**src/mmu_pkg.sv**
```systemverilog
// Sv39 MMU shared definitions
package mmu_pkg;

    // ------------------------------
    // address widths
    // ------------------------------
    // sv39 virtual address
    localparam int unsigned VLEN = 39;
    // physical address and page number
    localparam int unsigned PLEN = 56;
    localparam int unsigned PPNW = 44;
    // exception value width, one full register
    localparam int unsigned XLEN = 64;
    // 4 KiB page offset
    localparam int unsigned PAGE_OFFSET_W = 12;
    // each of the three page-table levels indexes 512 entries
    localparam int unsigned VPN_W = 9;

    // ------------------------------
    // privilege levels
    // ------------------------------
    localparam logic [1:0] PRIV_LVL_U = 2'd0;
    localparam logic [1:0] PRIV_LVL_S = 2'd1;

    // ------------------------------
    // exception causes
    // ------------------------------
    localparam logic [5:0] CAUSE_LD_MISALIGNED = 6'd4;
    localparam logic [5:0] CAUSE_ST_MISALIGNED = 6'd6;
    localparam logic [5:0] CAUSE_LD_PAGE_FAULT = 6'd13;
    localparam logic [5:0] CAUSE_ST_PAGE_FAULT = 6'd15;

    // virtual address, read either as one word or split into
    // the three vpn levels and the page offset
    typedef union packed {
        logic [VLEN-1:0] raw;
        struct packed {
            logic [VPN_W-1:0]         vpn2;
            logic [VPN_W-1:0]         vpn1;
            logic [VPN_W-1:0]         vpn0;
            logic [PAGE_OFFSET_W-1:0] offset;
        } vpn;
    } vaddr_t;

endpackage

```
**src/dtlb.sv**
```systemverilog
// Fully associative data TLB
`timescale 1ns/1ps

module dtlb import mmu_pkg::*; #(
    parameter int unsigned TLB_ENTRIES = 4,
    parameter int unsigned ASID_WIDTH  = 4
) (
    input  logic                  clk_i,
    input  logic                  rst_ni,
    // lookup
    input  vaddr_t                lu_vaddr_i,
    input  logic [ASID_WIDTH-1:0] lu_asid_i,
    output logic                  lu_hit_o,
    output logic [PPNW-1:0]       lu_ppn_o,
    output logic                  lu_is_2m_o,
    output logic                  lu_is_1g_o,
    output logic                  lu_u_o,
    output logic                  lu_w_o,
    output logic                  lu_d_o,
    // refill
    input  logic                  refill_i,
    input  logic [ASID_WIDTH-1:0] refill_asid_i,
    input  vaddr_t                refill_vaddr_i,
    input  logic [PPNW-1:0]       refill_ppn_i,
    input  logic                  refill_is_2m_i,
    input  logic                  refill_is_1g_i,
    input  logic                  refill_u_i,
    input  logic                  refill_w_i,
    input  logic                  refill_d_i,
    // flush
    input  logic                  flush_tlb_i,
    input  logic [ASID_WIDTH-1:0] flush_asid_i,
    input  vaddr_t                flush_vaddr_i,
    input  logic                  flush_by_asid_i,
    input  logic                  flush_by_vaddr_i
);

    localparam int unsigned IDX_W = (TLB_ENTRIES > 1) ? $clog2(TLB_ENTRIES) : 1;

    // tags
    logic [TLB_ENTRIES-1:0]  valid_q;
    logic [ASID_WIDTH-1:0]   asid_q [TLB_ENTRIES];
    logic [VPN_W-1:0]        vpn2_q [TLB_ENTRIES];
    logic [VPN_W-1:0]        vpn1_q [TLB_ENTRIES];
    logic [VPN_W-1:0]        vpn0_q [TLB_ENTRIES];
    logic [TLB_ENTRIES-1:0]  is_2m_q;
    logic [TLB_ENTRIES-1:0]  is_1g_q;
    // content
    logic [PPNW-1:0]         ppn_q [TLB_ENTRIES];
    logic [TLB_ENTRIES-1:0]  u_q;
    logic [TLB_ENTRIES-1:0]  w_q;
    logic [TLB_ENTRIES-1:0]  d_q;

    logic [TLB_ENTRIES-1:0]  lu_match;
    logic [TLB_ENTRIES-1:0]  flush_match;
    logic [IDX_W-1:0]        rr_q;
    logic [IDX_W-1:0]        victim;
    logic                    refill_en;

    // vpn compare, lower levels ignored for superpages
    function automatic logic page_match(
        input vaddr_t           va,
        input logic [VPN_W-1:0] v2,
        input logic [VPN_W-1:0] v1,
        input logic [VPN_W-1:0] v0,
        input logic             sp_2m,
        input logic             sp_1g
    );
        page_match = (va.vpn.vpn2 == v2)
                   && (sp_1g || va.vpn.vpn1 == v1)
                   && (sp_1g || sp_2m || va.vpn.vpn0 == v0);
    endfunction

    // ------------------------------
    // lookup and flush match
    // ------------------------------
    always_comb begin
        lu_hit_o   = 1'b0;
        lu_ppn_o   = '0;
        lu_is_2m_o = 1'b0;
        lu_is_1g_o = 1'b0;
        lu_u_o     = 1'b0;
        lu_w_o     = 1'b0;
        lu_d_o     = 1'b0;
        for (int i = 0; i < TLB_ENTRIES; i++) begin
            lu_match[i] = valid_q[i] && (asid_q[i] == lu_asid_i)
                        && page_match(lu_vaddr_i, vpn2_q[i], vpn1_q[i], vpn0_q[i],
                                      is_2m_q[i], is_1g_q[i]);
            // neither flag set means every entry goes
            flush_match[i] = (!flush_by_asid_i || asid_q[i] == flush_asid_i)
                           && (!flush_by_vaddr_i
                               || page_match(flush_vaddr_i, vpn2_q[i], vpn1_q[i],
                                             vpn0_q[i], is_2m_q[i], is_1g_q[i]));
            if (lu_match[i]) begin
                lu_hit_o   = 1'b1;
                lu_ppn_o   = ppn_q[i];
                lu_is_2m_o = is_2m_q[i];
                lu_is_1g_o = is_1g_q[i];
                lu_u_o     = u_q[i];
                lu_w_o     = w_q[i];
                lu_d_o     = d_q[i];
            end
        end
    end

    // ------------------------------
    // replacement
    // ------------------------------
    // lowest invalid entry first, round robin once full
    always_comb begin
        victim = rr_q;
        for (int i = TLB_ENTRIES - 1; i >= 0; i--) begin
            if (!valid_q[i]) begin
                victim = IDX_W'(i);
            end
        end
    end

    // a flush in the same cycle drops the refill
    assign refill_en = refill_i && !flush_tlb_i;

    always_ff @(posedge clk_i or negedge rst_ni) begin
        if (!rst_ni) begin
            valid_q <= '0;
            rr_q    <= '0;
        end else if (flush_tlb_i) begin
            valid_q <= valid_q & ~flush_match;
        end else if (refill_en) begin
            valid_q[victim] <= 1'b1;
            // pointer only moves when it was the one that picked
            if (&valid_q) begin
                rr_q <= (rr_q == IDX_W'(TLB_ENTRIES - 1)) ? '0 : rr_q + 1'b1;
            end
        end
    end

    // entry write
    always_ff @(posedge clk_i) begin
        if (refill_en) begin
            asid_q[victim]  <= refill_asid_i;
            vpn2_q[victim]  <= refill_vaddr_i.vpn.vpn2;
            vpn1_q[victim]  <= refill_vaddr_i.vpn.vpn1;
            vpn0_q[victim]  <= refill_vaddr_i.vpn.vpn0;
            is_2m_q[victim] <= refill_is_2m_i;
            is_1g_q[victim] <= refill_is_1g_i;
            ppn_q[victim]   <= refill_ppn_i;
            u_q[victim]     <= refill_u_i;
            w_q[victim]     <= refill_w_i;
            d_q[victim]     <= refill_d_i;
        end
    end

endmodule

```
**src/ld_st_translate.sv**
```systemverilog
// Load/store translation stage
`timescale 1ns/1ps

module ld_st_translate import mmu_pkg::*; (
    input  logic             clk_i,
    input  logic             rst_ni,
    input  logic             en_translation_i,
    // request
    input  logic             lsu_req_i,
    input  vaddr_t           lsu_vaddr_i,
    input  logic             lsu_is_store_i,
    input  logic             misaligned_i,
    // tlb results
    input  logic             dtlb_hit_i,
    input  logic [PPNW-1:0]  dtlb_ppn_i,
    input  logic             dtlb_is_2m_i,
    input  logic             dtlb_is_1g_i,
    input  logic             dtlb_u_i,
    input  logic             dtlb_w_i,
    input  logic             dtlb_d_i,
    // permission check
    input  logic             page_fault_i,
    output logic             pte_u_q_o,
    output logic             pte_w_q_o,
    output logic             pte_d_q_o,
    output logic             is_store_q_o,
    // cycle 0
    output logic             lsu_dtlb_hit_o,
    output logic [PPNW-1:0]  lsu_dtlb_ppn_o,
    output logic             dtlb_miss_o,
    // cycle 1
    output logic             lsu_valid_o,
    output logic [PLEN-1:0]  lsu_paddr_o,
    output logic             lsu_ex_valid_o,
    output logic [5:0]       lsu_ex_cause_o,
    output logic [XLEN-1:0]  lsu_ex_tval_o
);

    logic [PPNW-1:0] ppn_xlat;
    logic [PLEN-1:0] paddr_d;
    logic            misaligned_d;

    vaddr_t          vaddr_q;
    logic            req_q;
    logic            hit_q;
    logic            misaligned_q;

    // ------------------------------
    // cycle 0
    // ------------------------------
    // superpages take the lower vpn levels straight from the vaddr
    always_comb begin
        ppn_xlat = dtlb_ppn_i;
        if (dtlb_is_2m_i) begin
            ppn_xlat[8:0] = lsu_vaddr_i.raw[20:12];
        end
        if (dtlb_is_1g_i) begin
            ppn_xlat[17:0] = lsu_vaddr_i.raw[29:12];
        end
    end

    // bare mode passes the vaddr through, zero extended
    assign paddr_d = en_translation_i ? {ppn_xlat, lsu_vaddr_i.vpn.offset}
                                      : {{(PLEN - VLEN){1'b0}}, lsu_vaddr_i.raw};

    assign lsu_dtlb_hit_o = en_translation_i ? dtlb_hit_i : 1'b1;
    assign lsu_dtlb_ppn_o = paddr_d[PLEN-1:PAGE_OFFSET_W];
    assign dtlb_miss_o    = lsu_req_i && en_translation_i && !dtlb_hit_i;

    // no request, no misaligned exception
    assign misaligned_d = misaligned_i && lsu_req_i;

    // ------------------------------
    // stage registers
    // ------------------------------
    always_ff @(posedge clk_i or negedge rst_ni) begin
        if (!rst_ni) begin
            vaddr_q      <= '0;
            req_q        <= 1'b0;
            hit_q        <= 1'b0;
            misaligned_q <= 1'b0;
            is_store_q_o <= 1'b0;
            pte_u_q_o    <= 1'b0;
            pte_w_q_o    <= 1'b0;
            pte_d_q_o    <= 1'b0;
            lsu_paddr_o  <= '0;
        end else begin
            vaddr_q      <= lsu_vaddr_i;
            req_q        <= lsu_req_i;
            hit_q        <= dtlb_hit_i;
            misaligned_q <= misaligned_d;
            is_store_q_o <= lsu_is_store_i;
            pte_u_q_o    <= dtlb_u_i;
            pte_w_q_o    <= dtlb_w_i;
            pte_d_q_o    <= dtlb_d_i;
            lsu_paddr_o  <= paddr_d;
        end
    end

    // ------------------------------
    // cycle 1 result
    // ------------------------------
    always_comb begin
        lsu_valid_o    = req_q;
        lsu_ex_valid_o = 1'b0;
        lsu_ex_cause_o = '0;
        lsu_ex_tval_o  = '0;
        if (misaligned_q) begin
            // misaligned is answered whether or not the tlb hit
            lsu_ex_valid_o = 1'b1;
            lsu_ex_cause_o = is_store_q_o ? CAUSE_ST_MISALIGNED : CAUSE_LD_MISALIGNED;
            lsu_ex_tval_o  = {{(XLEN - VLEN){1'b0}}, vaddr_q.raw};
        end else if (en_translation_i) begin
            // a miss stays silent until refill and reissue
            lsu_valid_o = req_q && hit_q;
            if (req_q && hit_q && page_fault_i) begin
                lsu_ex_valid_o = 1'b1;
                lsu_ex_cause_o = is_store_q_o ? CAUSE_ST_PAGE_FAULT : CAUSE_LD_PAGE_FAULT;
                lsu_ex_tval_o  = {{(XLEN - VLEN){vaddr_q.raw[VLEN-1]}}, vaddr_q.raw};
            end
        end
    end

endmodule

```
**src/mmu_top.sv**
```systemverilog
// Sv39 data MMU top level
`timescale 1ns/1ps

module mmu_top import mmu_pkg::*; #(
    parameter int unsigned TLB_ENTRIES = 4,
    parameter int unsigned ASID_WIDTH  = 4
) (
    input  logic                  clk_i,
    input  logic                  rst_ni,
    // configuration
    input  logic                  en_translation_i,
    input  logic [1:0]            priv_lvl_i,
    input  logic                  sum_i,
    input  logic [ASID_WIDTH-1:0] asid_i,
    // load/store request
    input  logic                  lsu_req_i,
    input  logic [VLEN-1:0]       lsu_vaddr_i,
    input  logic                  lsu_is_store_i,
    input  logic                  misaligned_i,
    // refill
    input  logic                  refill_i,
    input  logic [ASID_WIDTH-1:0] refill_asid_i,
    input  logic [VLEN-1:0]       refill_vaddr_i,
    input  logic [PPNW-1:0]       refill_ppn_i,
    input  logic                  refill_is_2m_i,
    input  logic                  refill_is_1g_i,
    input  logic                  refill_u_i,
    input  logic                  refill_w_i,
    input  logic                  refill_d_i,
    // flush
    input  logic                  flush_tlb_i,
    input  logic [ASID_WIDTH-1:0] flush_asid_i,
    input  logic [VLEN-1:0]       flush_vaddr_i,
    input  logic                  flush_by_asid_i,
    input  logic                  flush_by_vaddr_i,
    // results
    output logic                  lsu_dtlb_hit_o,
    output logic [PPNW-1:0]       lsu_dtlb_ppn_o,
    output logic                  lsu_valid_o,
    output logic [PLEN-1:0]       lsu_paddr_o,
    output logic                  lsu_ex_valid_o,
    output logic [5:0]            lsu_ex_cause_o,
    output logic [XLEN-1:0]       lsu_ex_tval_o,
    output logic                  dtlb_miss_o
);

    logic            tlb_hit;
    logic [PPNW-1:0] tlb_ppn;
    logic            tlb_is_2m;
    logic            tlb_is_1g;
    logic            tlb_u;
    logic            tlb_w;
    logic            tlb_d;
    // registered pte bits for the permission check
    logic            pte_u_q;
    logic            pte_w_q;
    logic            pte_d_q;
    logic            is_store_q;
    logic            page_fault;

    dtlb #(
        .TLB_ENTRIES ( TLB_ENTRIES ),
        .ASID_WIDTH  ( ASID_WIDTH  )
    ) i_dtlb (
        .clk_i            ( clk_i            ),
        .rst_ni           ( rst_ni           ),
        .lu_vaddr_i       ( lsu_vaddr_i      ),
        .lu_asid_i        ( asid_i           ),
        .lu_hit_o         ( tlb_hit          ),
        .lu_ppn_o         ( tlb_ppn          ),
        .lu_is_2m_o       ( tlb_is_2m        ),
        .lu_is_1g_o       ( tlb_is_1g        ),
        .lu_u_o           ( tlb_u            ),
        .lu_w_o           ( tlb_w            ),
        .lu_d_o           ( tlb_d            ),
        .refill_i         ( refill_i         ),
        .refill_asid_i    ( refill_asid_i    ),
        .refill_vaddr_i   ( refill_vaddr_i   ),
        .refill_ppn_i     ( refill_ppn_i     ),
        .refill_is_2m_i   ( refill_is_2m_i   ),
        .refill_is_1g_i   ( refill_is_1g_i   ),
        .refill_u_i       ( refill_u_i       ),
        .refill_w_i       ( refill_w_i       ),
        .refill_d_i       ( refill_d_i       ),
        .flush_tlb_i      ( flush_tlb_i      ),
        .flush_asid_i     ( flush_asid_i     ),
        .flush_vaddr_i    ( flush_vaddr_i    ),
        .flush_by_asid_i  ( flush_by_asid_i  ),
        .flush_by_vaddr_i ( flush_by_vaddr_i )
    );

    ld_st_translate i_ld_st_translate (
        .clk_i            ( clk_i            ),
        .rst_ni           ( rst_ni           ),
        .en_translation_i ( en_translation_i ),
        .lsu_req_i        ( lsu_req_i        ),
        .lsu_vaddr_i      ( lsu_vaddr_i      ),
        .lsu_is_store_i   ( lsu_is_store_i   ),
        .misaligned_i     ( misaligned_i     ),
        .dtlb_hit_i       ( tlb_hit          ),
        .dtlb_ppn_i       ( tlb_ppn          ),
        .dtlb_is_2m_i     ( tlb_is_2m        ),
        .dtlb_is_1g_i     ( tlb_is_1g        ),
        .dtlb_u_i         ( tlb_u            ),
        .dtlb_w_i         ( tlb_w            ),
        .dtlb_d_i         ( tlb_d            ),
        .page_fault_i     ( page_fault       ),
        .pte_u_q_o        ( pte_u_q          ),
        .pte_w_q_o        ( pte_w_q          ),
        .pte_d_q_o        ( pte_d_q          ),
        .is_store_q_o     ( is_store_q       ),
        .lsu_dtlb_hit_o   ( lsu_dtlb_hit_o   ),
        .lsu_dtlb_ppn_o   ( lsu_dtlb_ppn_o   ),
        .dtlb_miss_o      ( dtlb_miss_o      ),
        .lsu_valid_o      ( lsu_valid_o      ),
        .lsu_paddr_o      ( lsu_paddr_o      ),
        .lsu_ex_valid_o   ( lsu_ex_valid_o   ),
        .lsu_ex_cause_o   ( lsu_ex_cause_o   ),
        .lsu_ex_tval_o    ( lsu_ex_tval_o    )
    );

    // checks the pte captured in cycle 0 against the current privilege
    pte_perm_check i_pte_perm_check (
        .priv_lvl_i   ( priv_lvl_i ),
        .sum_i        ( sum_i      ),
        .pte_u_i      ( pte_u_q    ),
        .pte_w_i      ( pte_w_q    ),
        .pte_d_i      ( pte_d_q    ),
        .is_store_i   ( is_store_q ),
        .page_fault_o ( page_fault )
    );

endmodule

```
**src/pte_perm_check.sv**
```systemverilog
// PTE permission check
`timescale 1ns/1ps

module pte_perm_check import mmu_pkg::*; (
    input  logic [1:0] priv_lvl_i,
    input  logic       sum_i,
    input  logic       pte_u_i,
    input  logic       pte_w_i,
    input  logic       pte_d_i,
    input  logic       is_store_i,
    output logic       page_fault_o
);

    logic priv_err;
    logic store_err;

    // supervisor may touch user pages only with SUM set,
    // user may never touch a supervisor page
    assign priv_err = ((priv_lvl_i == PRIV_LVL_S) && !sum_i && pte_u_i)
                   || ((priv_lvl_i == PRIV_LVL_U) && !pte_u_i);

    // stores need the page writable and already dirty
    assign store_err = is_store_i && (!pte_w_i || !pte_d_i);

    assign page_fault_o = priv_err || store_err;

endmodule

```
**config.mk**
```make
export PLATFORM = sky130hd
export DESIGN_NAME = mmu_top
export DESIGN_NICKNAME = d
export VERILOG_FILES = /design/src/mmu_pkg.sv /design/src/dtlb.sv /design/src/ld_st_translate.sv /design/src/mmu_top.sv /design/src/pte_perm_check.sv
export SDC_FILE = /design/constraint.sdc
export NUM_CORES = 1
export LEC_CHECK = 0
export BUFFER_PORTS_ARGS = -buffer_cell sky130_fd_sc_hd__buf_2
export CAP_MARGIN = 0
export CELL_PAD_IN_SITES_DETAIL_PLACEMENT = 0
export CELL_PAD_IN_SITES_GLOBAL_PLACEMENT = 2
export CORE_UTILIZATION = 35
export DETAILED_ROUTE_END_ITERATION = 7
export PLACE_DENSITY = 0.81
export REMOVE_ABC_BUFFERS = 1
export SETUP_SLACK_MARGIN = 0.3
export SLEW_MARGIN = 40
export SYNTH_ARGS = -nofsm -noshare
export SYNTH_HDL_FRONTEND = slang
export SYNTH_HIERARCHICAL = 1
export SYNTH_SLANG_ARGS = --single-unit
```
**constraint.sdc**
```tcl
create_clock -name clk_i -period 18.4 [get_ports clk_i]
set_input_delay 0.92 -clock clk_i [delete_from_list [all_inputs] [get_ports clk_i]]
set_output_delay 0.92 -clock clk_i [all_outputs]
set_load 0.02 [all_outputs]
```
==> results.yml <==
setup_path:
  cpMaxStageDelayCell: "nor3b_2"
  reg2reg_depth: 10
  arrival_ps: 4740
  timing.critical_path.mode_cell: "buf_2"
  r2r_setup_slack_ps: 14330
  path_class: "in -> out"
  critPathMaxStageDelay_ps: 660
  r2r_end: "i_ld_st_translate/lsu_paddr_o[14]"
  end_kind: "output pin"
  critPathLaunchType: "input pin"
  cp_cell_sequence: "buf_2, xnor2_1, nand4_1, or4_4, nor3_4, buf_6, o22ai_1, o221ai_1, o21ai_0, nor3b_2, mux2_2, buf_2"
  worst_r2r_startpoint: "i_dtlb/asid_q[1][3]"
  cp.required_ps: 17480
  cp_max_fo: 72
timing:
  fin_crit_ps: 5660
  maxSlewViolCount: 0
  min_period_over_period: 0.308
  tns_ps: 0
  worstMarginPinSlew_ps: 789
  maxSlewHeadroom: 0.474
  fin_skew_ps: 12.8
  rsz0062_at_grt: "no"
  max_freq_mhz: 177
  finalSetupViolCount: 0
  hold_ws_ps: 349
  hold_violations: 0
final_layout:
  final_layout_size_suffix_gt1_frac: 0.317
  multi_input_area_sq_um: 5140
  n_fill_cell: 4633
  layout.cells.non_filler: 2220
  nNetsFinal: 1698
  area_growth_pct: 21.0
  regArea_sq_um: 12000
clocking:
  clkTransAtPathRegs_ps: 60
  cts_resized: 0
  cts_tree: "yes"
  cts_root_buf: "clkbuf_16"
  cts.sinks: 416
  numCtsBuffers: 47
  holdBufCountCts: 0
  post_cts_buffers: 0
  cts_buffer_depth: 3
  htree_levels: 2
  clk_latency_ps: 570
yosys:
  synth_top_area_frac: 0.543
  yosysMostFrequentCell: "edfxtp_1"
  ys.flop_type: "edfxtp_1"
  ys_types: 53
  avgSynthCellArea_sq_um: 14.8
  netlist_top_cells_area: "edfxtp_1 54%, dfrtp_1 14%, xor2_1 6.2%, xnor2_1 6.1%, buf_4 1.8%"
  seq_area_frac_synth: 0.679
  synth-edff-count: 320
  yosys-top-cells-count: "320 x edfxtp_1, 125 x xor2_1, 123 x xnor2_1"
  synthArstFlopShare: 0.231
  yosysWarningCount: 6
  synth_top_area_cell: "edfxtp_1"
  syn_area_sq_um: 17700
  syn_inst: 1197
  ys_ff_latch: 416
run:
  max_cap_viol_count: 0
global_routing:
  grt_util_all_layers: 0.192
  grt_pass1_vias: 10900
  grt_pass1_wl_um: 70700
  gr-total-overflow: 0
  antenna_found_initial: 10
  grt_max_degree: 73
placed_design:
  place.gp.congestion: 0.918
  dpl.hpwl_um: 33700
  dpl.cell_count: 2129
  portBuffers: 338
worst_hold_path:
  worstHoldPathType: "in -> async"
floorplan:
  coreArea_sq_um: 50000
  die_h_um: 227
  start_util: 0.354
  io_pins: 365
  die_area_sq_um: 51500
  die_x_um: 227
  num_rows: 82
routing:
  drt_iter0_markers: 556
  wire_per_inst_um: 22.3
  drtAntennaViolNets: 0
  wl_um: 49600
  via_count: 10800
  via_per_inst: 4.88
  drcViolationCount: 0
  firstDrtPassIters: 5
outcome:
  status: "finished, final reports clean"
power_and_ir_drop:
  power.leakage_nw: 8.27
  cellPowerDensity_nw_per_um2: 101
  ir_worst_vdd_mv: 0.0565
## cells in the final DEF, fill, tap and decap left out, types with 26 or more instances in the layout
| cell type | count |
|---|---|
| clkbuf_16 | 49 |
| inv_1 | 28 |
| xnor2_1 | 123 |
| mux2_2 | 28 |
| nor2b_1 | 40 |
| o221a_2 | 26 |
| a221o_1 | 26 |
| nand2_1 | 40 |
| dfrtp_1 | 96 |
| a21oi_1 | 44 |
| nand4_1 | 29 |
| xor2_1 | 125 |
| buf_2 | 337 |
| edfxtp_1 | 320 |
## layer usage
layer / vias to the layer above / share of wire / wire, um / GRT usage
met5: - / 0.0012 / 58 / 0
met2: 330 / 0.48 / 23900 / 0.311
met3: 75 / 0.055 / 2750 / 0.0363
met1: 5404 / 0.44 / 21700 / 0.256
met4: 10 / 0.024 / 1190 / 0.0641
li1: 5008 / - / - / -
## metrics by stage
stage | setup WS (ps) | instance area (sq um) | power (mW) | util
2_1_floorplan | 6140 | 17100 | 1.21 | -
3_3_place_gp | 12260 | 19900 | 1.30 | 0.398
3_5_place_dp | 12410 | 19900 | 1.30 | 0.399
4_1_cts | 12390 | 21400 | 2.19 | 0.428
5_1_grt | 12390 | 21400 | 2.24 | 0.428
6_report | 12740 | 21400 | 2.17 | 0.429
## registers in the layout, indices dropped and copies added, names as in the netlist, 16 cells and up
| signal | cells |
|---|---|
| i_dtlb/ppn_q | 176 |
| i_dtlb/vpn2_q | 36 |
| i_ld_st_translate/lsu_paddr_o | 44 |
| i_dtlb/vpn0_q | 36 |
| i_dtlb/asid_q | 16 |
| i_ld_st_translate/vaddr_q | 39 |
| i_dtlb/vpn1_q | 36 |
## kinds of logic (layout without fill, tap and decap cells)
family,count (synthesis),in the layout,synth area share
and+or+nand+nor,204,204,0.0652
xor gates and xnor gates,248,248,0.123
adders and majority gates,1,1,0.000707
muxes,29,29,0.0187
other,1,6,0.000212
buffers and inverters,124,470,0.0371
AOI/OAI and AO/OA,174,174,0.0764
DFF,416,416,0.679
## worst max-delay path: cells and delay by family
kind | cells | cell delay (ps)
AO/OA/AOI/OAI | 3 | 540
buffers and inverters | 3 | 850
multiplexers | 1 | 450
AND/OR/NAND/NOR | 4 | 1640
XOR/XNOR | 1 | 310
## where the power goes
group | internal [mW] | switching, mW
clock network | 0.519 | 0.366
registers | 1.07 | 0.0239
logic | 0.0631 | 0.121
## cell type report
type,instances,area share
flip-flops and latches,416,0.561
multi-input cells,658,0.240
repair buffers,355,0.0867
clock buffers,72,0.0632
well taps,672,0.0393
inverters,28,0.00491
clock inverters,15,0.00467
diodes,4,0.000467
## worst max path at each step
stage	start	to	slack, ps	cells past startpoint
floorplan	sum_i	lsu_ex_tval_o[39]	6140	4
global placement	lsu_vaddr_i[20]	lsu_dtlb_ppn_o[2]	12260	11
detailed placement	lsu_vaddr_i[38]	lsu_dtlb_ppn_o[2]	12410	11
CTS	lsu_vaddr_i[38]	lsu_dtlb_ppn_o[2]	12390	11
global route	lsu_vaddr_i[23]	lsu_dtlb_ppn_o[2]	12390	11
finish	asid_i[3]	lsu_dtlb_ppn_o[2]	12740	12
No activity file was read; power rests on OpenSTA's default activity.
